<file path="src/hw/srcPkg.sv">
`default_nettype none

package srcPkg;

    localparam int InstrWidth   = 32;  // Instruction and data width
    localparam int RegCount     = 16;
    localparam int RegAddrWidth = 4;   // Ra, Rb, Rc field width
    localparam int ImmWidth     = 19;  // C field, sign-extended
    localparam int OpcodeWidth  = 5;

    // R-format group
    localparam logic [OpcodeWidth-1:0] OpAdd  = 5'd3;
    localparam logic [OpcodeWidth-1:0] OpSub  = 5'd4;
    localparam logic [OpcodeWidth-1:0] OpAnd  = 5'd5;
    localparam logic [OpcodeWidth-1:0] OpOr   = 5'd6;
    localparam logic [OpcodeWidth-1:0] OpShr  = 5'd7;
    localparam logic [OpcodeWidth-1:0] OpShra = 5'd8;
    localparam logic [OpcodeWidth-1:0] OpShl  = 5'd9;
    localparam logic [OpcodeWidth-1:0] OpRor  = 5'd10;
    localparam logic [OpcodeWidth-1:0] OpRol  = 5'd11;
    // I-format immediates
    localparam logic [OpcodeWidth-1:0] OpAddi = 5'd12;
    localparam logic [OpcodeWidth-1:0] OpAndi = 5'd13;
    localparam logic [OpcodeWidth-1:0] OpOri  = 5'd14;
    localparam logic [OpcodeWidth-1:0] OpNeg    = 5'd17;  // Unary, Rb source
    localparam logic [OpcodeWidth-1:0] OpNot    = 5'd18;
    localparam logic [OpcodeWidth-1:0] OpBranch = 5'd19;  // Condition in C2

    typedef enum logic [3:0] {
        AluAdd, AluSub, AluAnd, AluOr,
        AluShr, AluShra, AluShl, AluRor, AluRol,
        AluNeg, AluNot,
        AluBranch,  // Condition test only
        AluNone     // Illegal opcode
    } AluOp;

    // Low two bits of C2
    typedef enum logic [1:0] {
        CondZero    = 2'd0,
        CondNonzero = 2'd1,
        CondMinus   = 2'd2,
        CondPlus    = 2'd3
    } CondCode;

    typedef struct packed {
        AluOp                    aluOp;
        logic [RegAddrWidth-1:0] destReg;
        logic [InstrWidth-1:0]   opA;      // Rb, or Ra for a branch
        logic [InstrWidth-1:0]   opB;      // Rc or sign-extended C
        CondCode                 cond;
        logic                    writes;
        logic                    illegal;
    } DecodedOp;

    typedef struct packed {
        logic [InstrWidth-1:0]   value;
        logic [RegAddrWidth-1:0] destReg;
        logic                    writes;
        logic                    branchTaken;
        logic                    illegal;
    } ExecResult;

endpackage

`default_nettype wire
</file>
<file path="src/hw/stageIf.sv">
`default_nettype none

// One-cycle valid pulse with payload, no back-pressure
interface stageIf #(
    parameter type PayloadT = logic
);

    logic    valid;
    PayloadT payload;

    // Producing stage
    modport source (
        output valid,
        output payload
    );

    // Consuming stage
    modport sink (
        input valid,
        input payload
    );

endinterface

`default_nettype wire

</file>
<file path="src/hw/srcCore.sv">
`default_nettype none

module srcCore (
    input  logic                            Clock,
    input  logic                            rstN,
    input  logic                            req,
    input  logic [srcPkg::InstrWidth-1:0]   instr,
    output logic                            ack,
    output logic [srcPkg::InstrWidth-1:0]   result,
    output logic [srcPkg::RegAddrWidth-1:0] resultReg,
    output logic                            wrote,
    output logic                            branchTaken,
    output logic                            illegal
);

    logic [srcPkg::RegAddrWidth-1:0] rdAddrA, rdAddrB, wrAddr;
    logic [srcPkg::InstrWidth-1:0]   rdDataA, rdDataB, wrData;
    logic                            wrEn;

    stageIf #(.PayloadT(srcPkg::DecodedOp))  decToExe ();
    stageIf #(.PayloadT(srcPkg::ExecResult)) exeToRes ();

    regBank regBank_inst (
        .Clock   (Clock),
        .rstN    (rstN),
        .rdAddrA (rdAddrA),
        .rdAddrB (rdAddrB),
        .rdDataA (rdDataA),
        .rdDataB (rdDataB),
        .wrEn    (wrEn),
        .wrAddr  (wrAddr),
        .wrData  (wrData)
    );

    instrDecode instrDecode_inst (
        .Clock   (Clock),
        .rstN    (rstN),
        .req     (req),
        .instr   (instr),
        .busy    (ack),  // Ack register doubles as busy
        .rdAddrA (rdAddrA),
        .rdAddrB (rdAddrB),
        .rdDataA (rdDataA),
        .rdDataB (rdDataB),
        .decOut  (decToExe.source)
    );

    aluExecute aluExecute_inst (
        .Clock  (Clock),
        .rstN   (rstN),
        .decIn  (decToExe.sink),
        .exeOut (exeToRes.source)
    );

    resultStage resultStage_inst (
        .Clock       (Clock),
        .rstN        (rstN),
        .exeIn       (exeToRes.sink),
        .wrEn        (wrEn),
        .wrAddr      (wrAddr),
        .wrData      (wrData),
        .ack         (ack),
        .req         (req),
        .result      (result),
        .resultReg   (resultReg),
        .wrote       (wrote),
        .branchTaken (branchTaken),
        .illegal     (illegal)
    );

endmodule

`default_nettype wire

</file>
<file path="src/hw/resultStage.sv">
`default_nettype none

module resultStage (
    input  logic                            Clock,
    input  logic                            rstN,
    stageIf.sink                            exeIn,
    output logic                            wrEn,
    output logic [srcPkg::RegAddrWidth-1:0] wrAddr,
    output logic [srcPkg::InstrWidth-1:0]   wrData,
    output logic                            ack,
    input  logic                            req,
    output logic [srcPkg::InstrWidth-1:0]   result,
    output logic [srcPkg::RegAddrWidth-1:0] resultReg,
    output logic                            wrote,
    output logic                            branchTaken,
    output logic                            illegal
);

    srcPkg::ExecResult res;

    assign res = exeIn.payload;

    // Bank write lands on the same edge that raises ack
    assign wrEn   = exeIn.valid && res.writes;
    assign wrAddr = res.destReg;
    assign wrData = res.value;

    always_ff @(posedge Clock) begin
        if (!rstN) begin
            ack         <= 1'b0;
            result      <= '0;
            resultReg   <= '0;
            wrote       <= 1'b0;
            branchTaken <= 1'b0;
            illegal     <= 1'b0;
        end else if (exeIn.valid) begin
            ack         <= 1'b1;
            result      <= res.value;  // Held until next ack
            resultReg   <= res.destReg;
            wrote       <= res.writes;
            branchTaken <= res.branchTaken;
            illegal     <= res.illegal;
        end else if (ack && !req) begin
            ack <= 1'b0;  // Host has dropped req
        end
    end

    // Four-phase order on the host side
    assert property (@(posedge Clock) disable iff (!rstN) $fell(ack) |-> !$past(req));

endmodule

`default_nettype wire

</file>
<file path="src/hw/aluExecute.sv">
`default_nettype none

module aluExecute (
    input  logic   Clock,
    input  logic   rstN,
    stageIf.sink   decIn,
    stageIf.source exeOut
);

    srcPkg::DecodedOp              dec;
    srcPkg::ExecResult             exeNext;
    logic [4:0]                    shAmt;     // Low five bits of opB
    logic [srcPkg::InstrWidth-1:0] opA, opB;
    logic                          condMet;

    assign dec   = decIn.payload;
    assign opA   = dec.opA;
    assign opB   = dec.opB;
    assign shAmt = opB[4:0];

    // Branch condition on the tested register
    always_comb begin
        case (dec.cond)
            srcPkg::CondZero:    condMet = (opA == '0);
            srcPkg::CondNonzero: condMet = (opA != '0);
            srcPkg::CondMinus:   condMet = opA[srcPkg::InstrWidth-1];
            default:             condMet = !opA[srcPkg::InstrWidth-1];  // Plus
        endcase
    end

    always_comb begin
        exeNext = '0;
        exeNext.destReg = dec.destReg;
        exeNext.illegal = dec.illegal;
        // Branches never write
        exeNext.writes  = dec.writes && (dec.aluOp != srcPkg::AluBranch);
        case (dec.aluOp)
            srcPkg::AluAdd:  exeNext.value = opA + opB;
            srcPkg::AluSub:  exeNext.value = opA - opB;
            srcPkg::AluAnd:  exeNext.value = opA & opB;
            srcPkg::AluOr:   exeNext.value = opA | opB;
            srcPkg::AluShr:  exeNext.value = opA >> shAmt;
            srcPkg::AluShra: exeNext.value = $signed(opA) >>> shAmt;  // Sign fill
            srcPkg::AluShl:  exeNext.value = opA << shAmt;
            srcPkg::AluRor: begin
                // Shift by 32 gives zero, so shAmt of 0 is safe
                exeNext.value = (opA >> shAmt) | (opA << (srcPkg::InstrWidth - shAmt));
            end
            srcPkg::AluRol: begin
                exeNext.value = (opA << shAmt) | (opA >> (srcPkg::InstrWidth - shAmt));
            end
            srcPkg::AluNeg:    exeNext.value = '0 - opA;  // Two's complement
            srcPkg::AluNot:    exeNext.value = ~opA;
            srcPkg::AluBranch: exeNext.branchTaken = condMet;
            default:           exeNext.value = '0;        // Illegal, nothing computed
        endcase
    end

    always_ff @(posedge Clock) begin
        if (!rstN) begin
            exeOut.valid   <= 1'b0;
            exeOut.payload <= '0;
        end else begin
            exeOut.valid <= decIn.valid;
            if (decIn.valid) exeOut.payload <= exeNext;
        end
    end

    // An illegal op from decode must never reach the bank
    assert property (@(posedge Clock) disable iff (!rstN)
        exeOut.valid |-> !(exeOut.payload.writes && exeOut.payload.illegal));

endmodule

`default_nettype wire

</file>
<file path="src/hw/instrDecode.sv">
`default_nettype none

module instrDecode (
    input  logic                            Clock,
    input  logic                            rstN,
    input  logic                            req,
    input  logic [srcPkg::InstrWidth-1:0]   instr,
    input  logic                            busy,     // Ack still high
    output logic [srcPkg::RegAddrWidth-1:0] rdAddrA,
    output logic [srcPkg::RegAddrWidth-1:0] rdAddrB,
    input  logic [srcPkg::InstrWidth-1:0]   rdDataA,
    input  logic [srcPkg::InstrWidth-1:0]   rdDataB,
    stageIf.source                          decOut
);

    logic [srcPkg::InstrWidth-1:0]   instrReg;
    logic                            pending;  // Captured, ack not yet seen
    logic                            issue;    // Decode strobe, one after capture
    logic                            capture;
    logic [srcPkg::OpcodeWidth-1:0]  opcode;
    logic [srcPkg::RegAddrWidth-1:0] ra, rb, rc, c2;
    logic [srcPkg::ImmWidth-1:0]     c;
    logic [srcPkg::InstrWidth-1:0]   immExt;
    logic                            useImm;
    srcPkg::DecodedOp                decodedNext;

    // New request only when idle
    assign capture = req && !busy && !pending;

    assign opcode = instrReg[31:27];
    assign immExt = {{(srcPkg::InstrWidth - srcPkg::ImmWidth){c[srcPkg::ImmWidth-1]}}, c};

    always_comb begin
        ra = instrReg[26:23];  // Destination, or tested reg for a branch
        rb = '0;
        rc = '0;
        c  = '0;
        c2 = '0;
        useImm = 1'b0;
        decodedNext = '0;
        decodedNext.aluOp = srcPkg::AluNone;
        case (opcode)
            srcPkg::OpAdd, srcPkg::OpSub, srcPkg::OpAnd, srcPkg::OpOr, srcPkg::OpShr,
            srcPkg::OpShra, srcPkg::OpShl, srcPkg::OpRor, srcPkg::OpRol: begin
                rb = instrReg[22:19];
                rc = instrReg[18:15];
                decodedNext.writes = 1'b1;
            end
            srcPkg::OpAddi, srcPkg::OpAndi, srcPkg::OpOri: begin
                rb = instrReg[22:19];
                c  = instrReg[18:0];
                useImm = 1'b1;
                decodedNext.writes = 1'b1;
            end
            srcPkg::OpNeg, srcPkg::OpNot: begin
                rb = instrReg[22:19];  // Single source
                decodedNext.writes = 1'b1;
            end
            srcPkg::OpBranch: begin
                c2 = instrReg[22:19];
            end
            default: decodedNext.illegal = 1'b1;  // Dropped or unused opcode
        endcase
        case (opcode)
            srcPkg::OpAdd, srcPkg::OpAddi: decodedNext.aluOp = srcPkg::AluAdd;
            srcPkg::OpSub:                 decodedNext.aluOp = srcPkg::AluSub;
            srcPkg::OpAnd, srcPkg::OpAndi: decodedNext.aluOp = srcPkg::AluAnd;
            srcPkg::OpOr, srcPkg::OpOri:   decodedNext.aluOp = srcPkg::AluOr;
            srcPkg::OpShr:                 decodedNext.aluOp = srcPkg::AluShr;
            srcPkg::OpShra:                decodedNext.aluOp = srcPkg::AluShra;
            srcPkg::OpShl:                 decodedNext.aluOp = srcPkg::AluShl;
            srcPkg::OpRor:                 decodedNext.aluOp = srcPkg::AluRor;
            srcPkg::OpRol:                 decodedNext.aluOp = srcPkg::AluRol;
            srcPkg::OpNeg:                 decodedNext.aluOp = srcPkg::AluNeg;
            srcPkg::OpNot:                 decodedNext.aluOp = srcPkg::AluNot;
            srcPkg::OpBranch:              decodedNext.aluOp = srcPkg::AluBranch;
            default:                       decodedNext.aluOp = srcPkg::AluNone;
        endcase
        // Operand ports
        rdAddrA = (opcode == srcPkg::OpBranch) ? ra : rb;
        rdAddrB = rc;
        decodedNext.destReg = ra;
        decodedNext.opA     = rdDataA;
        decodedNext.opB     = useImm ? immExt : rdDataB;
        decodedNext.cond    = srcPkg::CondCode'(c2[1:0]);
    end

    always_ff @(posedge Clock) begin
        if (!rstN) begin
            instrReg       <= '0;
            pending        <= 1'b0;
            issue          <= 1'b0;
            decOut.valid   <= 1'b0;
            decOut.payload <= '0;
        end else begin
            issue        <= capture;
            decOut.valid <= issue;  // One-cycle pulse
            if (capture) begin
                instrReg <= instr;
                pending  <= 1'b1;
            end else if (busy) begin
                pending  <= 1'b0;  // Ack seen, next req needs ack low again
            end
            if (issue) decOut.payload <= decodedNext;
        end
    end

    // A decoded op never enters while a previous result is still acknowledged
    assert property (@(posedge Clock) disable iff (!rstN) $rose(decOut.valid) |-> !busy);

endmodule

`default_nettype wire

</file>
<file path="src/hw/regBank.sv">
`default_nettype none

module regBank (
    input  logic                            Clock,
    input  logic                            rstN,
    input  logic [srcPkg::RegAddrWidth-1:0] rdAddrA,
    input  logic [srcPkg::RegAddrWidth-1:0] rdAddrB,
    output logic [srcPkg::InstrWidth-1:0]   rdDataA,
    output logic [srcPkg::InstrWidth-1:0]   rdDataB,
    input  logic                            wrEn,
    input  logic [srcPkg::RegAddrWidth-1:0] wrAddr,
    input  logic [srcPkg::InstrWidth-1:0]   wrData
);

    logic [srcPkg::InstrWidth-1:0] regs [srcPkg::RegCount];  // R0 is a normal register

    // Asynchronous reads
    assign rdDataA = regs[rdAddrA];
    assign rdDataB = regs[rdAddrB];

    always_ff @(posedge Clock) begin
        if (!rstN) begin
            for (int i = 0; i < srcPkg::RegCount; i++) begin
                regs[i] <= '0;
            end
        end else if (wrEn) begin
            regs[wrAddr] <= wrData;  // Single write port
        end
    end

endmodule

`default_nettype wire

</file>
<file path="config.mk">
export PLATFORM = sky130hd
export DESIGN_NAME = srcCore
export DESIGN_NICKNAME = d
export VERILOG_FILES = /design/src/hw/srcPkg.sv /design/src/hw/stageIf.sv /design/src/hw/srcCore.sv /design/src/hw/resultStage.sv /design/src/hw/aluExecute.sv /design/src/hw/instrDecode.sv /design/src/hw/regBank.sv
export SDC_FILE = /design/constraint.sdc
export NUM_CORES = 2
export LEC_CHECK = 0
export ABC_AREA = 0
export ABC_CLOCK_PERIOD_IN_PS = 5980
export BUFFER_PORTS_ARGS = -buffer_cell sky130_fd_sc_hd__buf_2
export CAP_MARGIN = 30
export CORE_MARGIN = 2
export CORE_UTILIZATION = 25
export DETAILED_ROUTE_END_ITERATION = 8
export PLACE_DENSITY = 0.45
export SETUP_SLACK_MARGIN = 0.15
export SYNTH_ARGS = -nofsm -noshare
export SYNTH_HDL_FRONTEND = slang
export SYNTH_SLANG_ARGS = --single-unit
</file>
<file path="constraint.sdc">
create_clock -name Clock -period 5.98 [get_ports Clock]
set_input_delay 0.897 -clock Clock [delete_from_list [all_inputs] [get_ports Clock]]
set_output_delay 0.897 -clock Clock [all_outputs]
set_load 0.005 [all_outputs]
</file>
== Word level (Yosys, flattened, before mapping) ==
Memories as Yosys holds them, arrays and structs flattened. A register that Yosys moved wholly into a read port is not among the register bits.
Index checks and enable logic that the tools add are counted.

* Logic and storage cells: 111
* Bits in writable memories: 512
* Register bits after elaboration: 155
* Memory bits (read-only): 128
* Input port bits: 35
* Memories kept: 2

* $add $sub $neg: 4
* Equality and inequality tests: 29
* Shifts and indexed selects: 5
* Muxes and demuxes: 23
* Reduce and logical (&&, ||, !) cells: 22
* Bitwise operators: 5

{| class="wikitable"
|+ Memory list
! name !! depth !! bits a word !! rd ports !! clocked after memory_dff !! write ports !! RTL line !! source
|-
| regBank_inst.regs || 16 || 32 || 2 || 1 || 16 || regBank.sv:15 || <nowiki>logic [srcPkg::InstrWidth-1:0] regs [srcPkg::RegCount];</nowiki>
|-
| (name not given) || 32 || 4 || 1 || 1 || 0 || instrDecode.sv:64 || <nowiki>case (opcode)</nowiki>
|}

{| class="wikitable"
|+ Operators with widths
! cell !! count
|-
| $pmux 32 s11 || 1
|-
| $or 32x32->32 || 3
|-
| $mux 32 || 2
|-
| $eq 5x4->1 const B || 7
|-
| $add 32x32->32 || 1
|-
| $and 32x32->32 || 1
|-
| $logic_not 32->1 || 1
|-
| $not 32->32 || 1
|-
| $reduce_bool 32->1 || 1
|-
| $reduce_or 32->1 || 1
|-
| $shl 32x32->32 || 1
|-
| $shl 32x5->32 || 1
|-
| $shr 32x32->32 || 1
|-
| $shr 32x5->32 || 1
|-
| $sshr 32x5->32 || 1
|-
| $sub 1x32->32 const A || 1
|-
| $sub 32x32->32 || 1
|-
| $eq 5x3->1 const B || 4
|-
| $mux 19 || 1
|-
| $eq 4x3->1 const B || 4
|-
| $eq 4x4->1 const B || 4
|-
| $mux 4 || 4
|-
| $eq 5x5->1 const B || 3
|-
| $reduce_or 15->1 || 1
|-
| 18 further kinds || 41
|}

== Depth between registers and ports, before layout ==
* Depth in word-level cells: 6
* Depth in mapped cells: 23
* Depth with buffers taken out: 17

== Hierarchy ==
A second synthesis with hierarchy kept.

* Cells, all modules: 4207
* Area, all modules: 46144.3 µm²

{| class="wikitable"
|+ By module, submodules not included
! module !! cells each !! instances !! area an instance (µm²)
|-
| regBank || 1687 || 1 || 26529.2
|-
| aluExecute || 1842 || 1 || 13430.4
|-
| instrDecode || 512 || 1 || 4367.9
|-
| resultStage || 166 || 1 || 1816.7
|}

== Worst setup path before layout ==
OpenSTA, ideal clock, no wires.

* Path type: reg-to-reg
* Start: register, netlist name instrDecode_inst.decOut.payload[4]
* End: register, netlist name aluExecute_inst.exeOut.payload[34]
* Cell stages (with the launch flop): 24
* Data required time: 5.851 ns
* Arrival time: 4.656 ns
* Clock period less this slack: 4.786 ns
* Setup slack: 1.194 ns
* Setup time: 0.129 ns
* Path through: dfxtp_1 > buf_6 > buf_6 > buf_6 > inv_1 > buf_4 > buf_2 > ha_1 > clkbuf_2 > and3_1 > and3b_1 > nand2_1 > or2_2 > o21ai_0 > xor2_1 > ha_1 > a21o_1 > or3b_2 > o22ai_1 > a21oi_1 > a2111oi_0 > xnor2_1 > a21oi_1 > o21ai_0

* Cells in the longest elaborated chain, start to end: 4

{| class="wikitable"
|+ Ends and longest elaborated chain
! item !! RTL line !! source
|-
| $sub 6x5->7 || aluExecute.sv:47, aluExecute.sv:50 ||
|-
| $shr 32x32->32 or $shl 32x32->32 (tied branches) || aluExecute.sv:50, aluExecute.sv:47 ||
|-
| $or 32x32->32 (on tied branches) || aluExecute.sv:50, aluExecute.sv:47 ||
|-
| $pmux 32 s11 * || aluExecute.sv:37 || <nowiki>case (dec.aluOp)</nowiki>
|}

Mark *: on every way between the ends. The rest lies on a longest branch, timed or not.
A chain may end at the register's enable or synchronous reset.

== Worst setup path in the final report ==
* Start: register, netlist name instrDecode_inst.decOut.payload[6]
* End: register, netlist name aluExecute_inst.exeOut.payload[34]

* Cells in the longest elaborated chain, start to end: 4

{| class="wikitable"
|+ Ends and longest elaborated chain
! item !! RTL line
|-
| $sub 6x5->7 || aluExecute.sv:47, aluExecute.sv:50
|-
| $shr 32x32->32 or $shl 32x32->32 (tied branches) || aluExecute.sv:50, aluExecute.sv:47
|-
| $or 32x32->32 (on tied branches) || aluExecute.sv:50, aluExecute.sv:47
|-
| $pmux 32 s11 * || aluExecute.sv:37
|}

Marked as above.

==> results.cfg <==
[sta]
period_share = 0.817
rsz0062_at_grt = false
hold_violations = 0
fin_ws_ns = 1.09
drv_slew = 0
skew_ns = 0.0310
finalCriticalPeriod_ns = 4.89
relSlewSlack = 0.253
finalSetupViolations = 0
final.setup.tns_ns = 0
max_freq_mhz = 205
timing.hold.ws_ns = 0.440
tightest_slew_ns = 1.11

[floorplan]
die_y_microns = 439
io_pins = 75
rows = 159
die-area_sq_um = 193000
die_x_microns = 439
start_util = 0.252
coreArea_sq_um = 188000

[setup_path]
crit_arrival_ns = 5.45
worstSetupEndpointType = flop
path_cells = nor3_4 > and3_1 > and3b_1 > nand2_1 > or2_2 > o21ai_0 > xor2_1 > ha_1 > a21o_1 > or3b_2 > o22ai_1 > a21oi_1 > a2111oi_0 > xnor2_1 > a21oi_1 > o21ai_0
required_ns = 6.54
slowest_stage = a2111oi_0
startpoint_type = flop
crit_family = simple AND/OR/NAND/NOR gates
critPathMaxFanout = 37
slowest_delay_ns = 0.51
crit_type = reg2reg
path_buf_inv = 0

[cts]
hold_buffers = 0
cts.clk_slew.worst_paths_ns = 0.06
postCtsSetupBuffers = 0
tritoncts = yes
numCtsBuffers = 80
h-tree-depth = 3
cts_resized = 0
clk_latency_ns = 0.69
clk_path_buf_depth = 3
cts_root_buf = clkbuf_16
clock-sinks = 703

[placement]
pre_cts_ws_ns = 1.15
numPortBuffers = 74
dpl.hpwl_mm = 164
placed_area_sq_um = 51100
place_congestion = 1.00

[outcome]
status = finished clean

[global_routing]
antenna_found_initial = 17
grt_use_total = 0.242
grt_pass1_wl_mm = 334
grt_max_degree = 103
grt_overflow = 0
grt_pass1_vias = 41400

[yosys]
synthArstFlopShare = 0
synthCells = 5261
syn_area_per_cell_sq_um = 8.99
yosys.area.top_type = edfxtp_1
synth_seq_cells = 703
synth_warnings = 0
synth_area_leaders = edfxtp_1 33%, dfxtp_1 8.1%, nand2_1 7.4%, and2_1 6.9%, mux2i_1 6.8%
synth_common_cells = 936 x nand2_1, 525 x and2_1, 512 x edfxtp_1, 380 x clkbuf_1, 321 x mux2i_1
synth-edff-count = 512
yosys.cell_types.count = 102
syn_area_sq_um = 47300
synth_top_area_share = 0.325
ys_seq_area_frac = 0.406
yosysMostFrequentCell = nand2_1
synth_fp_nets = 5338
synth_flop_cell = edfxtp_1

[layout]
fill_cells = 19900
layout-drive-gt1-share = 0.134
multi_input_area_sq_um = 26200
ff_latch_area_sq_um = 19200
areaGrowthSynthToFinish_pct = 13.4
fin_area_sq_um = 53700
fin_nets = 5195

[detailed_routing]
post-route-drc-count = 0
dr.pass1.iters = 7
drt_iter0_drc = 5020
ant_nets = 0
wirelength_mm = 241
post_drt_via_cell_ratio = 5.62
vias = 43200
wl_per_cell_microns = 31.3

[power_and_ir_drop]
clkPwrFrac = 0.366
power_frac_seq = 0.412
power_per_cell_area_nw_per_um2 = 256
p_int_mw = 9.17
switchingPower_mw = 4.55
combinationalPowerShare = 0.222
ir_worst_vdd_mv = 0.206
leakage_nw = 19.5
switching_share = 0.332

[worst_hold_path]
worst_hold_path_type = in2reg

[flow_run]
drv_cap = 0
[power groups by stage]
stage                     Sequential (mW)  Clock, mW  Combinational [mW]
after global placement               5.75          0                2.95
final                                5.64       5.02                3.05
after CTS                            5.64       5.08                2.97
after detailed placement             5.74          0                2.96
after global routing                 5.66       5.25                3.18
after floorplan                      5.59          0                1.85
[worst register-to-register path, stage by stage (launching register included)]
cell and delay, ns:
dfxtp_4 0.48, nor3_4 0.45, and3_1 0.36, and3b_1 0.29, nand2_1 0.13, or2_2 0.32
o21ai_0 0.21, xor2_1 0.18, ha_1 0.34, a21o_1 0.25, or3b_2 0.45, o22ai_1 0.25
a21oi_1 0.12, a2111oi_0 0.51, xnor2_1 0.12, a21oi_1 0.21, o21ai_0 0.10
[flip-flops by register name, indices dropped and copies added (netlist names), 4 cells and up]
register,count
aluExecute_inst.exeOut.payload,39
instrDecode_inst.decOut.payload,76
resultStage_inst.resultReg,4
instrDecode_inst.instrReg,32
resultStage_inst.result,32
regBank_inst.regs,512
[worst paths after layout]
kind | start | end | slack (ns) | cells after the start
max reg2reg | instrDecode_inst.decOut.payload[6] | aluExecute_inst.exeOut.payload[34] | 1.09 | 16
max | instrDecode_inst.decOut.payload[6] | aluExecute_inst.exeOut.payload[34] | 1.09 | 16
min | instr[15] | instrDecode_inst.instrReg[15] | 0.44 | 3
min reg2reg | instrDecode_inst.instrReg[8] | instrDecode_inst.instrReg[8] | 0.46 | 2
[per-layer routing]
| layer | vias to the layer above | share of wire | global-route usage |
|---|---|---|---|
| li1 | 18800 | - | - |
| met1 | 21700 | 0.41 | 0.321 |
| met2 | 2170 | 0.46 | 0.391 |
| met3 | 502 | 0.075 | 0.0332 |
| met4 | 4 | 0.052 | 0.111 |
| met5 | - | 0.000091 | 0 |
[metrics by stage]
step	total power, mW	cells	utilization
floorplan	7.43	5261	-
global placement	8.71	7512	0.270
detailed placement	8.70	7529	0.272
CTS	13.7	7677	0.285
global route	14.1	7680	0.286
finish	13.7	7684	0.286
[cells by family (layout without fill, tap and decap cells)]
| family | Yosys count | in the layout | synth area share |
|---|---|---|---|
| buffers and inverters | 557 | 480 | 0.0502 |
| muxes | 492 | 492 | 0.136 |
| AOI/OAI and AO/OA | 1013 | 1013 | 0.140 |
| other | 0 | 5 | 0 |
| adders and majority gates | 42 | 42 | 0.0113 |
| and+or+nand+nor | 2370 | 2370 | 0.241 |
| xor gates and xnor gates | 84 | 84 | 0.0156 |
| DFF | 703 | 703 | 0.406 |
[layout make-up]
class | instances | share of cell area
Tap cell | 2495 | 0.0582
Clock buffer | 115 | 0.0420
Timing Repair Buffer | 306 | 0.0455
Inverter | 26 | 0.00187
Sequential cell | 703 | 0.358
Multi-Input combinational cell | 4001 | 0.488
Antenna cell | 5 | 0.000233
Clock inverter | 33 | 0.00567
[placed cells by master (no fill, tap or decap), types with 24 or more instances in the layout]
cell type	count
nor2_1	294
clkbuf_1	24
nand4_1	35
o21ai_0	170
nor4_1	47
mux2i_1	321
a221oi_1	25
and3_1	24
xor2_1	41
and2_1	522
mux2_2	54
o211ai_1	47
a211oi_1	43
nand3_1	304
buf_4	209
edfxtp_1	512
nor2b_1	26
clkbuf_16	82
o221ai_1	56
xnor2_1	39
nand2_1	934
a32oi_1	39
buf_2	74
a21oi_1	313
nor3_1	42
o22ai_1	62
mux4_2	117
ha_1	40
nand2b_1	38
a31oi_1	40
dfxtp_1	181
No activity file was read; power rests on OpenSTA's default activity.
